File: config.mk
export PLATFORM = sky130hd
export DESIGN_NAME = keystone_top
export DESIGN_NICKNAME = d
export VERILOG_FILES = /design/src/design/video_pkg.sv /design/src/design/warp_pkg.sv /design/src/design/frame_capture.sv /design/src/design/frame_store.sv /design/src/design/warp_engine.sv /design/src/design/output_queue.sv /design/src/design/keystone_top.sv
export SDC_FILE = /design/constraint.sdc
export NUM_CORES = 2
export LEC_CHECK = 0
export BUFFER_PORTS_ARGS = -buffer_cell sky130_fd_sc_hd__buf_2
export CAP_MARGIN = 40
export CORE_ASPECT_RATIO = 0.5
export CORE_MARGIN = 5
export CORE_UTILIZATION = 63
export DETAILED_ROUTE_END_ITERATION = 8
export HOLD_SLACK_MARGIN = 0.05
export PLACE_DENSITY = 0.8
export SETUP_SLACK_MARGIN = 0.05
export SLEW_MARGIN = 10
export SYNTH_ARGS = -nofsm -noshare
export SYNTH_HDL_FRONTEND = slang
export SYNTH_SLANG_ARGS = --single-unit
export TNS_END_PERCENT = 30
File: constraint.sdc
create_clock -name clock -period 7.7 [get_ports clock]
set_input_delay 2.31 -clock clock [delete_from_list [all_inputs] [get_ports clock]]
set_output_delay 2.31 -clock clock [all_outputs]
set_load 0.01 [all_outputs]
File: src/design/video_pkg.sv
// Video frame definitions

package video_pkg;

    //////////////////////////////
    // Frame geometry
    //////////////////////////////

    // Small test frame, 8 columns by 4 rows
    localparam int frame_width  = 8;
    localparam int frame_height = 4;

    // Pixel position within the frame
    typedef logic [2:0] col_t;
    typedef logic [1:0] row_t;

    // Store address is row * width + column
    typedef logic [4:0] addr_t;

    //////////////////////////////
    // Pixel format
    //////////////////////////////

    // Red in the top byte, then green, then blue
    typedef logic [23:0] pixel_t;

    // Fill colour for lookups outside the source frame
    localparam pixel_t black_pixel = 24'h00_0000;

    //////////////////////////////
    // Output queue
    //////////////////////////////

    localparam int queue_depth = 8;

    // Needs one extra bit to hold a full count
    typedef logic [3:0] queue_count_t;

    // One output beat, pixel plus framing flags
    typedef struct packed {
        pixel_t pixel;
        logic   sof;
        logic   eol;
    } out_beat_t;

endpackage

File: src/design/warp_pkg.sv
// Affine warp definitions

package warp_pkg;

    //////////////////////////////
    // Coefficient format
    //////////////////////////////

    // Signed Q8.8
    typedef logic signed [15:0] coef_t;

    // Fraction bits of every fixed-point value below
    localparam int coef_frac_bits = 8;

    // Source x = a*x + b*y + c
    // Source y = d*x + e*y + f
    // c and f are Q8.8 offsets
    typedef struct packed {
        coef_t a;
        coef_t b;
        coef_t c;
        coef_t d;
        coef_t e;
        coef_t f;
    } warp_matrix_t;

    //////////////////////////////
    // Mapping results
    //////////////////////////////

    // Signed Q8.8 sum of the three terms, room for the integer growth
    typedef logic signed [23:0] acc_t;

    // Source coordinate after rounding, signed so that
    // negative positions can be range-checked
    typedef logic signed [15:0] src_coord_t;

endpackage

File: src/design/frame_capture.sv
// Source frame capture
`timescale 1ns/10ps

module frame_capture (
    input  logic                  clock,
    input  logic                  reset,
    input  logic                  in_valid,
    input  logic                  in_sof,
    input  logic                  in_eol,
    input  video_pkg::pixel_t     in_pixel,
    input  warp_pkg::warp_matrix_t coefs,
    output logic                  wr_en,
    output video_pkg::addr_t      wr_addr,
    output video_pkg::pixel_t     wr_pixel,
    output warp_pkg::warp_matrix_t matrix,
    output logic                  frame_ready
);

    // Position of the next expected beat
    video_pkg::col_t col;
    video_pkg::row_t row;

    // Position of the beat on the bus this cycle
    video_pkg::col_t beat_col;
    video_pkg::row_t beat_row;
    logic            last_beat;

    //////////////////////////////
    // Stream position
    //////////////////////////////

    // Start of frame overrides whatever the counters hold
    assign beat_col = in_sof ? '0 : col;
    assign beat_row = in_sof ? '0 : row;

    assign last_beat = (beat_col == video_pkg::col_t'(video_pkg::frame_width - 1))
                    && (beat_row == video_pkg::row_t'(video_pkg::frame_height - 1));

    always_ff @(posedge clock or posedge reset) begin
        if (reset) begin
            col <= '0;
            row <= '0;
        end else if (in_valid) begin
            if (in_eol) begin
                // Wrap to the start of the next line
                col <= '0;
                row <= beat_row + 1'b1;
            end else begin
                col <= beat_col + 1'b1;
                row <= beat_row;
            end
        end
    end

    //////////////////////////////
    // Store write
    //////////////////////////////

    // Every beat lands in the store on its own clock edge
    assign wr_en    = in_valid;
    assign wr_addr  = video_pkg::addr_t'(beat_row) * video_pkg::addr_t'(video_pkg::frame_width)
                    + video_pkg::addr_t'(beat_col);
    assign wr_pixel = in_pixel;

    // Completion pulse, the cycle after the last pixel is written
    always_ff @(posedge clock or posedge reset) begin
        if (reset) begin
            frame_ready <= 1'b0;
        end else begin
            frame_ready <= in_valid && last_beat;
        end
    end

    // Coefficients for the whole frame come with its first beat
    always_ff @(posedge clock) begin
        if (in_valid && in_sof) begin
            matrix <= coefs;
        end
    end

    // Line ends only ever arrive on the last column
    a_eol_at_last_col: assert property (@(posedge clock) disable iff (reset)
        (in_valid && in_eol) |-> beat_col == video_pkg::col_t'(video_pkg::frame_width - 1));

endmodule

File: src/design/frame_store.sv
// Source frame memory
`timescale 1ns/10ps

module frame_store (
    input  logic              clock,
    input  logic              wr_en,
    input  video_pkg::addr_t  wr_addr,
    input  video_pkg::pixel_t wr_pixel,
    input  logic              rd_en,
    input  video_pkg::addr_t  rd_addr,
    output video_pkg::pixel_t rd_pixel
);

    // One pixel per location, raster order
    video_pkg::pixel_t mem [video_pkg::frame_width * video_pkg::frame_height];

    //////////////////////////////
    // Write port
    //////////////////////////////

    always_ff @(posedge clock) begin
        if (wr_en) begin
            mem[wr_addr] <= wr_pixel;
        end
    end

    //////////////////////////////
    // Read port
    //////////////////////////////

    // Data one cycle after the request
    // Holds its last value while rd_en is low
    always_ff @(posedge clock) begin
        if (rd_en) begin
            rd_pixel <= mem[rd_addr];
        end
    end

endmodule

File: src/design/warp_engine.sv
// Affine warp engine
`timescale 1ns/10ps

module warp_engine (
    input  logic                   clock,
    input  logic                   reset,
    input  logic                   frame_ready,
    input  warp_pkg::warp_matrix_t matrix,
    output logic                   rd_en,
    output video_pkg::addr_t       rd_addr,
    input  video_pkg::pixel_t      rd_pixel,
    input  video_pkg::queue_count_t count,
    output logic                   push,
    output video_pkg::out_beat_t   push_beat
);

    typedef enum logic {IDLE, WALK} engine_state_t;

    engine_state_t state;

    // Destination raster position
    video_pkg::col_t dest_col;
    video_pkg::row_t dest_row;
    warp_pkg::acc_t  dest_x;
    warp_pkg::acc_t  dest_y;

    logic issue;
    logic last_col;
    logic last_row;
    logic credit_ok;

    video_pkg::queue_count_t in_flight;

    // Stage 1 registers
    logic           s1_valid;
    warp_pkg::acc_t s1_acc_x;
    warp_pkg::acc_t s1_acc_y;
    logic           s1_sof;
    logic           s1_eol;

    // Stage 2 rounding and range check
    warp_pkg::src_coord_t src_x;
    warp_pkg::src_coord_t src_y;
    logic                 src_in_range;

    // Stage 2 registers
    logic s2_valid;
    logic s2_in_range;
    logic s2_sof;
    logic s2_eol;

    //////////////////////////////
    // Raster walker
    //////////////////////////////

    assign last_col = (dest_col == video_pkg::col_t'(video_pkg::frame_width - 1));
    assign last_row = (dest_row == video_pkg::row_t'(video_pkg::frame_height - 1));

    // Every pixel in the pipe will need a queue slot, pushes not yet counted included
    assign in_flight = video_pkg::queue_count_t'(s1_valid)
                     + video_pkg::queue_count_t'(s2_valid)
                     + video_pkg::queue_count_t'(push);
    assign credit_ok = (count + in_flight) < video_pkg::queue_count_t'(video_pkg::queue_depth);

    assign issue = (state == WALK) && credit_ok;

    always_ff @(posedge clock or posedge reset) begin
        if (reset) begin
            state    <= IDLE;
            dest_col <= '0;
            dest_row <= '0;
        end else begin
            case (state)
                IDLE: begin
                    if (frame_ready) begin
                        state    <= WALK;
                        dest_col <= '0;
                        dest_row <= '0;
                    end
                end
                WALK: begin
                    if (issue) begin
                        if (last_col) begin
                            dest_col <= '0;
                            dest_row <= dest_row + 1'b1;
                            // Whole destination frame issued
                            if (last_row) begin
                                state <= IDLE;
                            end
                        end else begin
                            dest_col <= dest_col + 1'b1;
                        end
                    end
                end
                default: state <= IDLE;
            endcase
        end
    end

    //////////////////////////////
    // Stage 1, accumulate
    //////////////////////////////

    // Integer positions widened to Q8.8 product width
    assign dest_x = warp_pkg::acc_t'(dest_col);
    assign dest_y = warp_pkg::acc_t'(dest_row);

    always_ff @(posedge clock) begin
        s1_acc_x <= warp_pkg::acc_t'(matrix.a) * dest_x + warp_pkg::acc_t'(matrix.b) * dest_y
                  + warp_pkg::acc_t'(matrix.c);
        s1_acc_y <= warp_pkg::acc_t'(matrix.d) * dest_x + warp_pkg::acc_t'(matrix.e) * dest_y
                  + warp_pkg::acc_t'(matrix.f);
        s1_sof   <= (dest_col == '0) && (dest_row == '0);
        s1_eol   <= last_col;
    end

    //////////////////////////////
    // Stage 2, round and read
    //////////////////////////////

    // Round half up, drop the fraction and add back its top bit
    assign src_x = warp_pkg::src_coord_t'(s1_acc_x >>> warp_pkg::coef_frac_bits)
                 + warp_pkg::src_coord_t'(s1_acc_x[warp_pkg::coef_frac_bits - 1]);
    assign src_y = warp_pkg::src_coord_t'(s1_acc_y >>> warp_pkg::coef_frac_bits)
                 + warp_pkg::src_coord_t'(s1_acc_y[warp_pkg::coef_frac_bits - 1]);

    assign src_in_range = (src_x >= 0) && (src_x < video_pkg::frame_width)
                       && (src_y >= 0) && (src_y < video_pkg::frame_height);

    // Out-of-range pixels skip the store
    assign rd_en   = s1_valid && src_in_range;
    assign rd_addr = video_pkg::addr_t'(src_y) * video_pkg::addr_t'(video_pkg::frame_width)
                   + video_pkg::addr_t'(src_x);

    always_ff @(posedge clock) begin
        s2_in_range <= src_in_range;
        s2_sof      <= s1_sof;
        s2_eol      <= s1_eol;
    end

    //////////////////////////////
    // Stage 3, select and push
    //////////////////////////////

    always_ff @(posedge clock) begin
        push_beat.pixel <= s2_in_range ? rd_pixel : video_pkg::black_pixel;
        push_beat.sof   <= s2_sof;
        push_beat.eol   <= s2_eol;
    end

    // Valid chain, issue to push in three cycles
    always_ff @(posedge clock or posedge reset) begin
        if (reset) begin
            s1_valid <= 1'b0;
            s2_valid <= 1'b0;
            push     <= 1'b0;
        end else begin
            s1_valid <= issue;
            s2_valid <= s1_valid;
            push     <= s2_valid;
        end
    end

    // Store reads only for sums that round into the frame
    // In Q8.8 that is from half a pixel below zero to half a pixel short of the far edge
    a_read_in_range: assert property (@(posedge clock) disable iff (reset)
        rd_en |-> (s1_acc_x >= -(1 << (warp_pkg::coef_frac_bits - 1)))
               && (s1_acc_x < (video_pkg::frame_width << warp_pkg::coef_frac_bits)
                              - (1 << (warp_pkg::coef_frac_bits - 1)))
               && (s1_acc_y >= -(1 << (warp_pkg::coef_frac_bits - 1)))
               && (s1_acc_y < (video_pkg::frame_height << warp_pkg::coef_frac_bits)
                              - (1 << (warp_pkg::coef_frac_bits - 1))));

    // Credit check keeps pushes off a full queue
    a_no_push_when_full: assert property (@(posedge clock) disable iff (reset)
        push |-> count != video_pkg::queue_count_t'(video_pkg::queue_depth));

endmodule

File: src/design/output_queue.sv
// Output pixel FIFO
`timescale 1ns/10ps

module output_queue (
    input  logic                    clock,
    input  logic                    reset,
    input  logic                    push,
    input  video_pkg::out_beat_t    push_beat,
    output video_pkg::queue_count_t count,
    output video_pkg::out_beat_t    out_beat,
    output logic                    out_valid,
    input  logic                    out_ready
);

    typedef logic [$clog2(video_pkg::queue_depth)-1:0] ptr_t;

    video_pkg::out_beat_t mem [video_pkg::queue_depth];

    ptr_t put_ptr;
    ptr_t get_ptr;
    logic pop;

    //////////////////////////////
    // Output side
    //////////////////////////////

    // Head entry shown directly, stays put until taken
    assign out_valid = (count != '0);
    assign out_beat  = mem[get_ptr];
    assign pop       = out_valid && out_ready;

    //////////////////////////////
    // Storage
    //////////////////////////////

    always_ff @(posedge clock) begin
        if (push) begin
            mem[put_ptr] <= push_beat;
        end
    end

    // Pointers wrap naturally at the queue depth
    always_ff @(posedge clock or posedge reset) begin
        if (reset) begin
            put_ptr <= '0;
            get_ptr <= '0;
            count   <= '0;
        end else begin
            if (push) begin
                put_ptr <= put_ptr + 1'b1;
            end
            if (pop) begin
                get_ptr <= get_ptr + 1'b1;
            end
            // Push and pop together leave the count alone
            case ({push, pop})
                2'b10:   count <= count + 1'b1;
                2'b01:   count <= count - 1'b1;
                default: count <= count;
            endcase
        end
    end

    // Occupancy never wraps past the depth
    // A pop while empty or a push while full would break this
    a_count_in_range: assert property (@(posedge clock) disable iff (reset)
        count <= video_pkg::queue_count_t'(video_pkg::queue_depth));

    // Stalled head beat holds steady
    a_hold_on_stall: assert property (@(posedge clock) disable iff (reset)
        (out_valid && !out_ready) |=> out_valid && $stable(out_beat));

endmodule

File: src/design/keystone_top.sv
// Keystone corrector top level
`timescale 1ns/10ps

module keystone_top (
    input  logic                   clock,
    input  logic                   reset,
    input  logic                   in_valid,
    input  logic                   in_sof,
    input  logic                   in_eol,
    input  video_pkg::pixel_t      in_pixel,
    input  warp_pkg::warp_matrix_t coefs,
    output video_pkg::out_beat_t   out_beat,
    output logic                   out_valid,
    input  logic                   out_ready
);

    // Capture to store
    logic              wr_en;
    video_pkg::addr_t  wr_addr;
    video_pkg::pixel_t wr_pixel;

    // Capture to engine
    warp_pkg::warp_matrix_t matrix;
    logic                   frame_ready;

    // Engine to store
    logic              rd_en;
    video_pkg::addr_t  rd_addr;
    video_pkg::pixel_t rd_pixel;

    // Engine to queue
    logic                    push;
    video_pkg::out_beat_t    push_beat;
    video_pkg::queue_count_t count;

    //////////////////////////////
    // Producer and buffer
    //////////////////////////////

    frame_capture u_capture (
        .clock       (clock),
        .reset       (reset),
        .in_valid    (in_valid),
        .in_sof      (in_sof),
        .in_eol      (in_eol),
        .in_pixel    (in_pixel),
        .coefs       (coefs),
        .wr_en       (wr_en),
        .wr_addr     (wr_addr),
        .wr_pixel    (wr_pixel),
        .matrix      (matrix),
        .frame_ready (frame_ready)
    );

    frame_store u_store (
        .clock    (clock),
        .wr_en    (wr_en),
        .wr_addr  (wr_addr),
        .wr_pixel (wr_pixel),
        .rd_en    (rd_en),
        .rd_addr  (rd_addr),
        .rd_pixel (rd_pixel)
    );

    //////////////////////////////
    // Consumer and output
    //////////////////////////////

    warp_engine u_engine (
        .clock       (clock),
        .reset       (reset),
        .frame_ready (frame_ready),
        .matrix      (matrix),
        .rd_en       (rd_en),
        .rd_addr     (rd_addr),
        .rd_pixel    (rd_pixel),
        .count       (count),
        .push        (push),
        .push_beat   (push_beat)
    );

    output_queue u_queue (
        .clock     (clock),
        .reset     (reset),
        .push      (push),
        .push_beat (push_beat),
        .count     (count),
        .out_beat  (out_beat),
        .out_valid (out_valid),
        .out_ready (out_ready)
    );

endmodule

==> results.txt <==
The flow ran to the end, and the final reports show no timing, DRC or antenna violations. At the placement stage, the worst setup path has a slack of 1295 ps. After routing the design area is between 50000 and 60000 sq um. In this run, CTS created clock tree buffers numbering 98. The count of final max-slew check failures is 0. The largest clock skew in the final design came out at about 70 ps. The total standard cell area after synthesis is 53120 sq um.

The number of enable-type register cells in the synthesized netlist is around 1100. The largest net degree at the start of global routing came out at between 100 and 150. The class of the most critical hold timing path is reg -> reg. The layout filler cell count is slightly below 5000. Global routing finished with a remaining overflow of 0. The detailed-router iteration count before antenna repair came out at 5.

The largest vdd supply drop is 0.0001802 V. The core region is roughly 84000 sq um. The layout overhead on the synthesized area is 11.25%.

The clock net in this run drives a total of between 1000 and 1500 sinks. For this configuration, the core starts out at a cell density of between 60% and 70%. The max-capacitance violation count came out at 0.

The die is 215.3 um tall. The floorplan die width is between 400 and 500 um. TritonCTS built the clock tree. The congestion estimate from routability-driven global placement came to about 0.85. After detailed routing, the total wire length is ~130 mm. The number of DRC violations after detailed-routing iteration 0 is roughly 3700. The kind of capture point of the worst setup path is a flip-flop.

Counting instances in the post-synthesis netlist gives the leading cell types as edfxtp_1, mux4_2, inv_1. The signal on the critical path passes through buf_4 -> and2_1 -> fa_1 -> ha_1 -> a21o_1 -> a211oi_1 -> nor2_1 -> or4_1 -> o211ai_1 -> o21bai_1 -> a21oi_1 -> xor2_1 -> fa_1 -> inv_1 -> ha_1 -> a21oi_1 -> nor2b_1 -> o41ai_1 -> nand3_1 -> o2111a_1 -> o21a_1 -> o21a_1 -> nor3_1 -> mux2_2. The number of global-route vias before repair is 29969.

The count of final hold-check violations came out at 0. The clock latency of the later-clocked register in the worst-skew pair came out at roughly 730 ps. The sum of net half-perimeters after detailed placement came out at approximately 73 mm. At the pin with the least slew margin, the transition time is around 950 ps. Yosys printed 0 warnings. The total placed instance area came out at between 50000 and 60000 sq um. The net total in the final layout is 3726. The mean instance size in the synthesized netlist came out at 17.29 sq um. The kind of cell adding the most delay to the critical path is compound AO/OA/AOI/OAI gates.

The final critical-path setup slack came out at about 1200 ps. The number of cells upsized or downsized after cts came out at 0. The buffers plus inverters on the worst setup path came out at 2. After detailed routing, the average wire length per cell comes to between 20 and 30 um. On the critical path, the stage with the largest delay is an instance of dfrtp_1. The ratio of cells with drive above 1 in the final layout is approximately a quarter. The global router's overall resource usage came out at between 20 and 30%.

The final-report setup violation count is 0. The standby leakage power is around 22 nW. The register clock-pin slew on the reported worst setup and hold paths is around 70 ps. The number of buffers between clock root and the deepest sink came out at 3. The delay of the slowest cell on the worst path came out at 870 ps. When the netlist entered floorplanning its net count stood at 3504. Data arrives at the worst endpoint at slightly above 7000 ps. In this run the clock root is driven by a clkbuf_16. The area of the die came out at 90580 sq um. The total of buffers placed on input and output ports came out at ~150. Yosys attributes the largest share of cell area to edfxtp_1, mux4_2, ha_1, fa_1, dfxtp_1. The type of the worst setup path is reg -> reg.

The relative max-transition margin came out at a little under two fifths. The areal power density over the cells is 250.7 nW/um^2. In the routed design, unresolved DRC markers number 0.

The global-route wire length before repair came out at between 150 and 200 mm. The count of antenna-violating nets left after detailed routing is 0. The maximum net fanout on the critical path is 24. The overall via count from detail_route is roughly 29000. STA classifies the critical path startpoint as a flip-flop.

The via density per instance came out at ~6.5. Derived from the worst setup path, the maximum achievable clock frequency is 154.1 MHz. The final period demand of the worst path is 6489 ps. The sum of negative setup slack is 0 ps. Setup repair after global routing left no endpoint under its margin. between 150 and 200 I/O pins were placed. The largest area contributor in the netlist is edfxtp_1. The number of setup buffers added after CTS is 0. The area share of the largest cell type after synthesis is between 60% and 70%. Synthesis instantiated 71 different standard cells from the library. The share of synthesized area occupied by flip-flops and latches is about two thirds.

The final worst-path cycle share came out at a little over four fifths. The row count came out at 75. In this run, synthesis produced a sequential element count of about 1200.

The CTS H-tree depth came out at 3. The number of antenna violations at the first check in global routing is 9. The number of instances in the synthesized netlist is approximately 3000. The worst endpoint required time is slightly above 8000 ps.

Among all cell types in the netlist, the one instantiated most often is edfxtp_1. The quantity of hold-fixing buffers added after cts is 0. The most used flip-flop cell after synthesis is edfxtp_1. The async set-or-reset flop fraction in the synthesized netlist came out at around 2.1%.
-- path summary, 6_finish.rpt --
check / startpoint / to / slack (ps) / cells past startpoint
max: u_engine.dest_col[0]$_DFFE_PP0P_ / u_engine.s1_acc_y[23]$_DFF_P_ / 1210 / 24
min: u_engine.s1_sof$_DFF_P_ / u_engine.s2_sof$_DFF_P_ / 340 / 0
max reg2reg: u_engine.dest_col[0]$_DFFE_PP0P_ / u_engine.s1_acc_y[23]$_DFF_P_ / 1210 / 24
min reg2reg: u_engine.s1_sof$_DFF_P_ / u_engine.s2_sof$_DFF_P_ / 340 / 0
max in group asynchronous: reset / u_queue.get_ptr[0]$_DFFE_PP0P_ / 5650 / 3
min in group asynchronous: reset / u_capture.row[1]$_DFFE_PP0P_ / 1680 / 3
-- logic make-up after synthesis --
kind of cell / Yosys count / share of synthesized area (%)
buf+inv: 352 / 2.502
xor+xnor: 97 / 1.599
compound gates: 263 / 3.265
fa+ha+maj: 306 / 8.268
simple gates: 510 / 5.013
flops: 1186 / 65.59
mux: 358 / 13.77
-- stage by stage --
step,util (%),total power (W),std cells,hold slack [ps]
after floorplan,-,0.008873,3072,309.6
after global placement,66.33,0.009582,4297,320.6
after detailed placement,66.55,0.009639,4307,314.3
after CTS,70.53,0.01486,4492,340.0
after global routing,70.59,0.01531,4499,344.0
final,70.60,0.01481,4501,336.4
-- report_power, final --
part	switching, W	internal (W)	leakage (nW)
logic	0.00121	0.00107	9.26
clock network	0.00243	0.00282	1.63
registers	0.000125	0.00715	10.7
-- placed cells by master (no fill, tap or decap), types with 7 or more instances in the layout --
master     Yosys  routed
nand2_1       94      94
and2_1       157     156
fa_1          75      74
clkinv_2       0      25
a21oi_1       76      76
clkinv_1       0      22
buf_2          0     152
inv_1        252     252
nand2b_1      31      31
mux4_2       292     292
edfxtp_1    1096    1096
ha_1         231     229
xnor2_1       55      54
dfxtp_1       65      65
a31oi_1        7       7
mux2_2        61      61
xor2_1        42      41
o21a_1        16      16
o2111ai_1      8       8
nor2b_1       14      14
nor3b_1        7       7
nor3_1        29      27
clkbuf_1      76      11
o211ai_1       7       7
buf_8          0       8
clkbuf_16      0      99
a21o_1        30      30
o21ai_0       51      51
dfrtp_1       25      22
bufinv_16      0      12
buf_4          2      55
o21bai_1       9       9
nor2_1       112      74
nand3_1       24      24
nor2_2         0      38
-- routing by layer --
| metal | wire [um] | global-route usage, % | vias up | part of all wire [%] |
|---|---|---|---|---|
| li1 | - | - | 12242 | - |
| met1 | 48050 | 39.54 | 14784 | 37 |
| met2 | 62660 | 46.42 | 1859 | 49 |
| met3 | 13260 | 6.694 | 306 | 10 |
| met4 | 4161 | 8.695 | 6 | 3.2 |
| met5 | 43 | 0 | - | 0.034 |
-- sequential cells by signal (all words and copies together), names as in the netlist, 2 cells and up --
signal              cells
u_engine.push_beat     26
u_engine.dest_col       3
u_queue.get_ptr         3
u_queue.put_ptr         3
u_capture.row           2
u_engine.s1_acc_x      17
u_queue.mem           208
u_queue.count           4
u_store.rd_pixel       24
u_store.mem           768
u_capture.matrix       96
u_engine.dest_row       2
u_capture.col           3
u_engine.s1_acc_y      17
-- area by class of cell --
cell class                      count  area [sq um]  share of cell area (%)
Sequential cell                  1186         34840                   58.96
Multi-Input combinational cell   1534         17110                   28.95
Clock buffer                      113          2560                   4.332
Timing Repair Buffer              222          1456                   2.464
Tap cell                         1116          1396                   2.363
Inverter                          252         945.9                   1.601
Clock inverter                     72         769.5                   1.302
Antenna cell                        6         15.01                 0.02541
No activity file was read; power rests on OpenSTA's default activity.
